[src/hdl/cache_geometry_pkg.sv]
`default_nettype none

package cache_geometry_pkg;

    // Cache organization
    localparam int num_sets       = 4;
    localparam int num_ways       = 2;
    localparam int line_addr_bits = 12;
    localparam int line_bytes     = 16;

    // Widths that follow from the organization
    localparam int set_bits  = $clog2(num_sets);
    localparam int way_bits  = $clog2(num_ways);
    localparam int tag_bits  = line_addr_bits - set_bits;
    localparam int line_bits = line_bytes * 8;

    typedef logic [set_bits-1:0]       set_idx_t;
    typedef logic [way_bits-1:0]       way_idx_t;
    typedef logic [tag_bits-1:0]       tag_t;
    typedef logic [line_addr_bits-1:0] line_addr_t;
    typedef logic [line_bits-1:0]      line_data_t;
    typedef logic [line_bytes-1:0]     byte_sel_t;

    // Recency rank of a way inside its set, 0 is the most recently used
    typedef logic [way_bits-1:0]       age_t;

endpackage : cache_geometry_pkg

`default_nettype wire

[src/hdl/wishbone_pkg.sv]
`default_nettype none

package wishbone_pkg;

    import cache_geometry_pkg::*;

    // CPU side request, held stable by the CPU until ack or rty
    typedef struct packed {
        logic       cyc;
        logic       stb;
        logic       we;
        line_addr_t adr;
        byte_sel_t  sel;
        line_data_t dat;
    } cpu_req_t;

    typedef struct packed {
        logic       ack;
        logic       rty;
        line_data_t dat;
    } cpu_rsp_t;

    // Memory side transfers always move a whole line
    typedef struct packed {
        logic       cyc;
        logic       stb;
        logic       we;
        line_addr_t adr;
        line_data_t dat;
    } mem_req_t;

    typedef struct packed {
        logic       ack;
        logic       rty;
        line_data_t dat;
    } mem_rsp_t;

endpackage : wishbone_pkg

`default_nettype wire

[src/hdl/cache_datapath.sv]
`timescale 1ns/1ps
`default_nettype none

module cache_datapath
    import cache_geometry_pkg::*;
    import wishbone_pkg::*;
(
    input  logic                clk,
    input  logic                arst_n,
    input  cpu_req_t            cpu_req,
    input  line_data_t          mem_rdata,
    input  way_idx_t            way_sel,
    input  logic                fill_sel,
    input  logic                tag_bypass_sel,
    input  logic                load,
    input  logic                load_age,
    output logic [num_ways-1:0] hit,
    output logic                dirty,
    output way_idx_t            lru_way,
    output line_data_t          cpu_rdata,
    output line_addr_t          victim_addr,
    output line_data_t          victim_data,
    output line_addr_t          fill_addr
);

    cpu_req_t   req_q;
    line_data_t fill_line_q;

    tag_t       tag_mem  [num_ways][num_sets];
    line_data_t line_mem [num_ways][num_sets];
    logic       valid_q  [num_ways][num_sets];
    logic       dirty_q  [num_ways][num_sets];
    age_t       age_q    [num_ways][num_sets];

    set_idx_t   set_idx;
    tag_t       req_tag;
    line_data_t sel_line;
    line_data_t merged_line;

    // The request is refreshed while the CPU keeps its strobe up, and its fields are stable then
    always_ff @(posedge clk) begin
        if (cpu_req.cyc && cpu_req.stb) begin
            req_q <= cpu_req;
        end
        // Memory read data is only valid in its ack cycle, so keep a copy for the fill write
        fill_line_q <= mem_rdata;
    end

    assign set_idx = req_q.adr[set_bits-1:0];
    assign req_tag = req_q.adr[line_addr_bits-1:set_bits];

    // Tag compare across all ways of the indexed set
    always_comb begin
        for (int w = 0; w < num_ways; w++) begin
            hit[w] = valid_q[w][set_idx] && (tag_mem[w][set_idx] == req_tag);
        end
    end

    // The oldest way carries the highest rank
    always_comb begin
        lru_way = '0;
        for (int w = 0; w < num_ways; w++) begin
            if (age_q[w][set_idx] == age_t'(num_ways - 1)) begin
                lru_way = way_idx_t'(w);
            end
        end
    end

    assign dirty = valid_q[lru_way][set_idx] && dirty_q[lru_way][set_idx];

    assign sel_line    = line_mem[way_sel][set_idx];
    assign cpu_rdata   = sel_line;
    assign victim_data = sel_line;
    assign victim_addr = {tag_mem[way_sel][set_idx], set_idx};
    assign fill_addr   = req_q.adr;

    // CPU write bytes laid over the stored line
    always_comb begin
        merged_line = sel_line;
        for (int b = 0; b < line_bytes; b++) begin
            if (req_q.sel[b]) begin
                merged_line[b*8 +: 8] = req_q.dat[b*8 +: 8];
            end
        end
    end

    always_ff @(posedge clk) begin
        if (load) begin
            line_mem[way_sel][set_idx] <= fill_sel ? fill_line_q : merged_line;
            if (tag_bypass_sel) begin
                tag_mem[way_sel][set_idx] <= req_tag;
            end
        end
    end

    always_ff @(posedge clk or negedge arst_n) begin
        if (!arst_n) begin
            for (int w = 0; w < num_ways; w++) begin
                for (int s = 0; s < num_sets; s++) begin
                    valid_q[w][s] <= 1'b0;
                    dirty_q[w][s] <= 1'b0;
                    age_q[w][s]   <= age_t'(w);
                end
            end
        end else begin
            // A fill leaves the line clean, a CPU write marks it dirty
            if (load) begin
                valid_q[way_sel][set_idx] <= 1'b1;
                dirty_q[way_sel][set_idx] <= !fill_sel;
            end
            // The accessed way becomes youngest and the younger ones age by one
            if (load_age) begin
                for (int w = 0; w < num_ways; w++) begin
                    if (way_idx_t'(w) == way_sel) begin
                        age_q[w][set_idx] <= '0;
                    end else if (age_q[w][set_idx] < age_q[way_sel][set_idx]) begin
                        age_q[w][set_idx] <= age_q[w][set_idx] + 1'b1;
                    end
                end
            end
        end
    end

    // A line address is held in at most one way of its set
    assert property (@(posedge clk) disable iff (!arst_n) $onehot0(hit))
        else $error("cache_datapath: line present in more than one way");

endmodule : cache_datapath

`default_nettype wire

[src/hdl/eviction_buffer.sv]
`timescale 1ns/1ps
`default_nettype none

module eviction_buffer
    import cache_geometry_pkg::*;
(
    input  logic       clk,
    input  logic       arst_n,
    input  logic       evict_load,
    input  logic       evict_done,
    input  line_addr_t addr_in,
    input  line_data_t data_in,
    output line_addr_t addr_out,
    output line_data_t data_out,
    output logic       evict_pending
);

    always_ff @(posedge clk) begin
        if (evict_load) begin
            addr_out <= addr_in;
            data_out <= data_in;
        end
    end

    // Occupied from the victim capture until its write-back is acknowledged
    always_ff @(posedge clk or negedge arst_n) begin
        if (!arst_n) begin
            evict_pending <= 1'b0;
        end else if (evict_load) begin
            evict_pending <= 1'b1;
        end else if (evict_done) begin
            evict_pending <= 1'b0;
        end
    end

    // Only one victim fits, so the controller must not evict into a full buffer
    assert property (@(posedge clk) disable iff (!arst_n) evict_load |-> !evict_pending)
        else $error("eviction_buffer: load while a victim is still pending");

    // A write-back can only complete for a victim that is actually held
    assert property (@(posedge clk) disable iff (!arst_n) evict_done |-> evict_pending)
        else $error("eviction_buffer: write-back done with an empty buffer");

endmodule : eviction_buffer

`default_nettype wire

[src/hdl/eviction_buffered_cache.sv]
`timescale 1ns/1ps
`default_nettype none

module eviction_buffered_cache
    import cache_geometry_pkg::*;
    import wishbone_pkg::*;
(
    input  logic     clk,
    input  logic     arst_n,
    input  cpu_req_t cpu_req,
    output cpu_rsp_t cpu_rsp,
    output mem_req_t mem_req,
    input  mem_rsp_t mem_rsp
);

    // Controller to datapath
    way_idx_t way_sel;
    logic     fill_sel;
    logic     tag_bypass_sel;
    logic     load;
    logic     load_age;

    // Datapath to controller
    logic [num_ways-1:0] hit;
    logic                dirty;
    way_idx_t            lru_way;

    logic       evict_load;
    logic       evict_done;
    logic       evict_pending;
    logic       wb_sel;
    logic       cpu_ack;
    logic       cpu_rty;
    logic       mem_cyc;
    logic       mem_stb;
    logic       mem_we;
    line_data_t cpu_rdata;
    line_addr_t fill_addr;
    line_addr_t victim_addr;
    line_data_t victim_data;
    line_addr_t evict_addr;
    line_data_t evict_data;
    line_addr_t mem_adr;
    line_data_t mem_dat;

    cache_datapath _cache_datapath (
        .clk,
        .arst_n,
        .cpu_req,
        .mem_rdata(mem_rsp.dat),
        .way_sel,
        .fill_sel,
        .tag_bypass_sel,
        .load,
        .load_age,
        .hit,
        .dirty,
        .lru_way,
        .cpu_rdata,
        .victim_addr,
        .victim_data,
        .fill_addr
    );

    eviction_buffer _eviction_buffer (
        .clk,
        .arst_n,
        .evict_load,
        .evict_done,
        .addr_in(victim_addr),
        .data_in(victim_data),
        .addr_out(evict_addr),
        .data_out(evict_data),
        .evict_pending
    );

    eviction_buffered_cache_controller _cache_controller (
        .clk,
        .arst_n,
        .cpu_req,
        .mem_rsp_ack(mem_rsp.ack),
        .mem_rsp_rty(mem_rsp.rty),
        .hit,
        .dirty,
        .lru_way,
        .evict_pending,
        .way_sel,
        .fill_sel,
        .tag_bypass_sel,
        .load,
        .load_age,
        .evict_load,
        .evict_done,
        .wb_sel,
        .cpu_ack,
        .cpu_rty,
        .mem_cyc,
        .mem_stb,
        .mem_we
    );

    // Fills use the request address, write-backs take address and line from the buffer
    assign mem_adr = wb_sel ? evict_addr : fill_addr;
    assign mem_dat = wb_sel ? evict_data : victim_data;

    assign mem_req = '{cyc: mem_cyc, stb: mem_stb, we: mem_we, adr: mem_adr, dat: mem_dat};
    assign cpu_rsp = '{ack: cpu_ack, rty: cpu_rty, dat: cpu_rdata};

endmodule : eviction_buffered_cache

`default_nettype wire

[src/hdl/eviction_buffered_cache_controller.sv]
`timescale 1ns/1ps
`default_nettype none

module eviction_buffered_cache_controller
    import cache_geometry_pkg::*;
    import wishbone_pkg::*;
(
    input  logic                clk,
    input  logic                arst_n,
    input  cpu_req_t            cpu_req,
    input  logic                mem_rsp_ack,
    input  logic                mem_rsp_rty,
    input  logic [num_ways-1:0] hit,
    input  logic                dirty,
    input  way_idx_t            lru_way,
    input  logic                evict_pending,
    output way_idx_t            way_sel,
    output logic                fill_sel,
    output logic                tag_bypass_sel,
    output logic                load,
    output logic                load_age,
    output logic                evict_load,
    output logic                evict_done,
    output logic                wb_sel,
    output logic                cpu_ack,
    output logic                cpu_rty,
    output logic                mem_cyc,
    output logic                mem_stb,
    output logic                mem_we
);

    typedef enum logic [2:0] {
        idle,
        lookup,
        evict,
        fill_req,
        fill_write,
        respond,
        writeback,
        retry_gap
    } state_e;

    // The CPU side sequence and the background write-back each keep their own state
    state_e   state_q;
    state_e   wb_state_q;
    way_idx_t hit_way;
    logic     wb_start;

    always_comb begin
        hit_way = '0;
        for (int w = 0; w < num_ways; w++) begin
            if (hit[w]) begin
                hit_way = way_idx_t'(w);
            end
        end
    end

    // The buffered victim goes out once the CPU has been answered for the fill.
    // evict_done is checked because pending only clears one cycle after it
    assign wb_start = (state_q == respond) && evict_pending && !evict_done &&
                      (wb_state_q == idle);

    always_ff @(posedge clk or negedge arst_n) begin
        if (!arst_n) begin
            state_q        <= idle;
            wb_state_q     <= idle;
            way_sel        <= '0;
            fill_sel       <= 1'b0;
            tag_bypass_sel <= 1'b0;
            load           <= 1'b0;
            load_age       <= 1'b0;
            evict_load     <= 1'b0;
            evict_done     <= 1'b0;
            wb_sel         <= 1'b0;
            cpu_ack        <= 1'b0;
            cpu_rty        <= 1'b0;
            mem_cyc        <= 1'b0;
            mem_stb        <= 1'b0;
            mem_we         <= 1'b0;
        end else begin
            // Pulses last one cycle unless a state below raises them again
            load       <= 1'b0;
            load_age   <= 1'b0;
            evict_load <= 1'b0;
            evict_done <= 1'b0;
            cpu_ack    <= 1'b0;
            cpu_rty    <= 1'b0;

            case (state_q)
                idle: begin
                    if (cpu_req.cyc && cpu_req.stb) begin
                        state_q <= lookup;
                    end
                end
                lookup: begin
                    if (|hit) begin
                        state_q        <= respond;
                        way_sel        <= hit_way;
                        fill_sel       <= 1'b0;
                        tag_bypass_sel <= 1'b0;
                        load           <= cpu_req.we;
                        load_age       <= 1'b1;
                        cpu_ack        <= 1'b1;
                    end else if (evict_pending) begin
                        // Memory side is busy with the old victim
                        state_q <= respond;
                        cpu_rty <= 1'b1;
                    end else if (dirty) begin
                        state_q    <= evict;
                        way_sel    <= lru_way;
                        evict_load <= 1'b1;
                    end else begin
                        state_q <= fill_req;
                        way_sel <= lru_way;
                        wb_sel  <= 1'b0;
                        mem_cyc <= 1'b1;
                        mem_stb <= 1'b1;
                        mem_we  <= 1'b0;
                    end
                end
                evict: begin
                    state_q <= fill_req;
                    wb_sel  <= 1'b0;
                    mem_cyc <= 1'b1;
                    mem_stb <= 1'b1;
                    mem_we  <= 1'b0;
                end
                fill_req: begin
                    if (mem_rsp_ack) begin
                        state_q        <= fill_write;
                        mem_cyc        <= 1'b0;
                        mem_stb        <= 1'b0;
                        fill_sel       <= 1'b1;
                        tag_bypass_sel <= 1'b1;
                        load           <= 1'b1;
                    end else if (mem_rsp_rty) begin
                        state_q <= retry_gap;
                        mem_stb <= 1'b0;
                    end
                end
                retry_gap: begin
                    state_q <= fill_req;
                    mem_stb <= 1'b1;
                end
                fill_write: begin
                    // A write miss merges its bytes over the freshly filled line
                    state_q        <= respond;
                    fill_sel       <= 1'b0;
                    tag_bypass_sel <= 1'b0;
                    load           <= cpu_req.we;
                    load_age       <= 1'b1;
                    cpu_ack        <= 1'b1;
                end
                default: begin
                    state_q <= idle;
                end
            endcase

            case (wb_state_q)
                idle: begin
                    if (wb_start) begin
                        wb_state_q <= writeback;
                        wb_sel     <= 1'b1;
                        mem_cyc    <= 1'b1;
                        mem_stb    <= 1'b1;
                        mem_we     <= 1'b1;
                    end
                end
                writeback: begin
                    if (mem_rsp_ack) begin
                        wb_state_q <= idle;
                        mem_cyc    <= 1'b0;
                        mem_stb    <= 1'b0;
                        mem_we     <= 1'b0;
                        evict_done <= 1'b1;
                    end else if (mem_rsp_rty) begin
                        wb_state_q <= retry_gap;
                        mem_stb    <= 1'b0;
                    end
                end
                retry_gap: begin
                    wb_state_q <= writeback;
                    mem_stb    <= 1'b1;
                end
                default: begin
                    wb_state_q <= idle;
                end
            endcase
        end
    end

    assert property (@(posedge clk) disable iff (!arst_n) !(cpu_ack && cpu_rty))
        else $error("controller: cpu ack and rty raised together");

    // A memory retry costs one cycle with the strobe down before the reissue
    assert property (@(posedge clk) disable iff (!arst_n)
                     (mem_stb && mem_rsp_rty) |=> !mem_stb)
        else $error("controller: mem stb held through a retry");

endmodule : eviction_buffered_cache_controller

`default_nettype wire

[config.mk]
export PLATFORM = sky130hd
export DESIGN_NAME = eviction_buffered_cache
export DESIGN_NICKNAME = d
export VERILOG_FILES = /design/src/hdl/cache_geometry_pkg.sv /design/src/hdl/wishbone_pkg.sv /design/src/hdl/cache_datapath.sv /design/src/hdl/eviction_buffer.sv /design/src/hdl/eviction_buffered_cache.sv /design/src/hdl/eviction_buffered_cache_controller.sv
export SDC_FILE = /design/constraint.sdc
export NUM_CORES = 2
export LEC_CHECK = 0
export BUFFER_PORTS_ARGS = -buffer_cell sky130_fd_sc_hd__buf_4
export CELL_PAD_IN_SITES_DETAIL_PLACEMENT = 1
export CELL_PAD_IN_SITES_GLOBAL_PLACEMENT = 1
export CORE_MARGIN = 3
export CORE_UTILIZATION = 40
export CTS_BUF_LIST = sky130_fd_sc_hd__clkbuf_2
export CTS_CLUSTER_DIAMETER = 200
export DETAILED_ROUTE_END_ITERATION = 10
export GPL_TIMING_DRIVEN = 1
export MAX_ROUTING_LAYER = met4
export PLACE_DENSITY = 0.71
export SYNTH_ARGS = -nofsm -noshare
export SYNTH_HDL_FRONTEND = slang
export SYNTH_SLANG_ARGS = --single-unit
[constraint.sdc]
create_clock -name clk -period 7.1 [get_ports clk]
set_clock_uncertainty 0.2 [all_clocks]
set_input_delay 0.355 -clock clk [delete_from_list [all_inputs] [get_ports clk]]
set_output_delay 0.355 -clock clk [all_outputs]
set_load 0.02 [all_outputs]
==> impl_metrics.ini <==
[outcome]
outcome = completed

[min_path]
hp-start = cpu_req[4]
holdPathEnd = _cache_datapath.req_q[4]
worstHoldPathType = input pin to register
holdPathStages = 4

[routing]
drc = 0
wl_met3_um = 18600
viasPerCell = 5.72
routed_wl_um = 239000
route.vias.total = 43800
dr.max_layer_used = met4
antenna_left = 0
drt_pass1_iterations = 6
m1WireLength_um = 86000
routedWlPerCell_um = 31.2
drt_iter0_drc = 4932
wl_met2_um = 122000

[sta]
fin_hold_ws_ns = 0.163
finalCriticalPeriod_ns = 6.51
rsz0062_at_grt = no
finalMaxSlewViolations = 0
fin_crit_sh = 0.916
tightest_slew_ns = 1.39
max_slew_margin = 0.0612
max_freq_mhz = 154
setup_viol = 0
finalHoldViolCount = 0
tns_ns = 0
setup_slack_ns = 0.595

[logic_synthesis]
synthCells = 3472
synth-main-ff-cell = edfxtp_1
synth_top_area_cell = edfxtp_1
netlist_area_um2 = 59100
avgSynthCellArea_um2 = 17.0
yosys-top-cells-area = edfxtp_1 (71%), mux2_2 (4.5%), dfxtp_1 (4.3%)
synth_seq_cells = 1569
yosysSeqAreaShare = 0.772
synthesis.nets = 3768
yosysTopAreaCellShare = 0.711
synth_edf_count = 1400
synth-async-reset-ratio = 0.0261
synth.distinct_cells = 59
ys_warn_count = 0

[worst_setup_path]
cp_data_arrival_time_ns = 5.95
critPathTopFamily = buffers and inverters
slowest_stage = dfrtp_4
r2r_setup_slack_ns = 1.60
critPathKind = register to primary output
startpoint_type = register
path_cells = buf_4 -> nand2_2 -> nor2_4 -> buf_4 -> a222oi_1 -> o211ai_1 -> mux2_2 -> buf_4
crit_path_max_fanout = 50
r2r_cells = 8
r2r_start = _cache_controller.way_sel
cp.buffers_inverters = 3
cpPeakStageDelay_ns = 0.81
critPathRequiredTime_ns = 6.55
r2r-end = _cache_datapath.line_mem[1][153]
endpoint_kind = primary output
path_depth = 8
path_common_cell = buf_4

[clocking]
root_buffer = clkbuf_2
clk_latency_ns = 1.94
cts_tree = yes
clkTransAtPathRegs_ns = 0.16
numCtsBuffers = 405
h-tree-depth = 5
cts_resized = 0
clock-sinks = 1569
clock_path_buffers = 4

[place]
numPortBuffers = 563
place_congestion = 0.792
placed_cells = 5805
post_dp_cell_area_um2 = 65600
dp_slack_ns = 1.36
dp.final_hpwl_um = 106000

[power_and_ir_drop]
power.leakage_nw = 29.7
power_density_nw_per_um2 = 315
intPower_mw = 16.1
switching_share = 0.363
switchingPower_mw = 9.18
vdd_drop_max_mv = 0.255
power_frac_clock = 0.267
power_frac_seq = 0.467
power_mw = 25.3
comb_power_share = 0.266

[die]
dieHeight_um = 391
die_w_um = 391
fp-row-count = 140
start_util = 0.404
core_um2 = 146000
dieArea_um2 = 153000
ios = 564

[grt]
grt_usage = 0.319
antenna_found_initial = 12
grt_pass1_vias = 48400
grt_overflow_total = 0
grt_pass1_wl_um = 342000
grt_max_degree = 115

[run]
max-cap-violations = 0

[cells_and_area]
fin_nets = 5694
final_util = 0.549
synthToLayoutAreaGrowth_pct = 35.8
final_layout_size_suffix_gt1_frac = 0.277
finalInstanceArea_um2 = 80300
final_cells = 7653
[power groups by stage]
stage / Sequential [mW] / Clock (mW) / Combinational (mW)
after floorplan: 11.8 / 0 / 3.30
after CTS: 11.7 / 6.29 / 6.32
after global routing: 11.9 / 7.24 / 7.02
after global placement: 11.9 / 0 / 5.65
after detailed placement: 12.0 / 0 / 5.80
final: 11.8 / 6.76 / 6.72
[logic make-up (layout without fill, tap and decap cells)]
logic type	Yosys count	count (layout)	synth area share
DFF	1569	1569	0.772
AOI/OAI and AO/OA	736	736	0.0849
muxes	487	487	0.0898
and+or+nand+nor	418	418	0.0306
buffers and inverters	227	2474	0.0176
xor gates and xnor gates	30	30	0.00444
adders and majority gates	5	5	0.00106
other	0	17	0
[sequential cells by signal, summed over array words and instances, names as in the netlist, 2 cells and up]
| signal | flops |
|---|---|
| _cache_controller.wb_state_q | 2 |
| _cache_datapath.age_q | 8 |
| _cache_datapath.fill_addr | 12 |
| _cache_datapath.line_mem | 1024 |
| _cache_datapath.fill_line_q | 128 |
| _cache_datapath.valid_q | 8 |
| _cache_controller.state_q | 3 |
| _eviction_buffer.addr_out | 12 |
| _cache_datapath.tag_mem | 80 |
| _cache_datapath.req_q | 144 |
| _cache_datapath.dirty_q | 8 |
| _eviction_buffer.data_out | 128 |
[cell usage in the layout (no fill, tap or decap), types with 10 or more instances in the layout]
cell and instances:
edfxtp_1 1400, dlygate4sd3_1 1099, clkbuf_2 625, buf_4 618, mux2i_1 240, mux2_2 236
o21ai_0 186, nand2_1 181, a22oi_1 155, dfxtp_1 128, a21oi_1 120, nor2_1 110
clkinv_1 82, a221oi_1 74, a22o_1 55, nand3_1 54, a222oi_1 46, o211ai_1 33
dfrtp_1 33, xnor2_1 25, o21ai_1 24, diode_2 17, clkinv_2 13, buf_12 13
mux4_2 10
[synth_stat cells, drive strengths merged, types with 2 or more instances]
cell	number
mux4	11
dfrtp	37
o211ai	34
o21ai	210
buf	108
o2bb2ai	2
mux2i	240
xor2	5
inv	12
edfxtp	1400
a21boi	2
a222oi	46
a32oi	2
a21oi	120
nor2	121
a221oi	74
or2	9
dfxtp	128
dfstp	4
o221ai	9
o22ai	4
nand3	54
nand2	183
xnor2	25
mux2	236
a211oi	3
nor2b	4
a31oi	5
nor3	9
a311oi	3
clkbuf	107
a22oi	155
ha	5
a31o	4
nand2b	2
nor4	6
and3	14
and2	15
a22o	55
[metal layers]
layer  GRT usage  up-vias
li1            -    17800
met1       0.361    22500
met2       0.541     2742
met3      0.0603      726
met4       0.161        0
met5           -        -
[timing repair]
item,in CTS,in global routing
hold endpoints to repair,492,0
hold buffers,1102,0
setup endpoints to repair,31,0
setup buffers,1,0
[worst register-to-register path, cell delays in order (launching register included)]
cell      delay, ns
dfrtp_4        0.81
buf_4          0.70
nand2_2        0.67
nor2_4         0.40
buf_4          0.55
a222oi_1       0.30
o211ai_1       0.27
mux2i_1        0.16
o21ai_0        1.10
[area by class of cell]
type | count | area [um2]
fillers | 14100 | 65900
clock buffers | 625 | 3130
flip-flops and latches | 1569 | 45600
multi-input cells | 1676 | 12600
clock inverters | 103 | 482
diodes | 17 | 42.5
well taps | 1917 | 2400
repair buffers | 1734 | 16000
inverters | 12 | 47.5
[how the worst max path moves through the flow]
stage          slack (ns)                         start                               end
2_1_floorplan        1.41  _cache_datapath.fill_addr[1]    _cache_datapath.tag_mem[1][30]
3_3_place_gp         1.53     _cache_controller.way_sel   _cache_datapath.line_mem[0][64]
3_5_place_dp         1.36     _cache_controller.way_sel  _cache_datapath.line_mem[0][153]
4_1_cts              0.40     _cache_controller.way_sel                       mem_req[64]
5_1_grt              0.33     _cache_controller.way_sel                       mem_req[48]
6_report             0.59     _cache_controller.way_sel                       mem_req[21]
(Power assumes the default switching activity.)
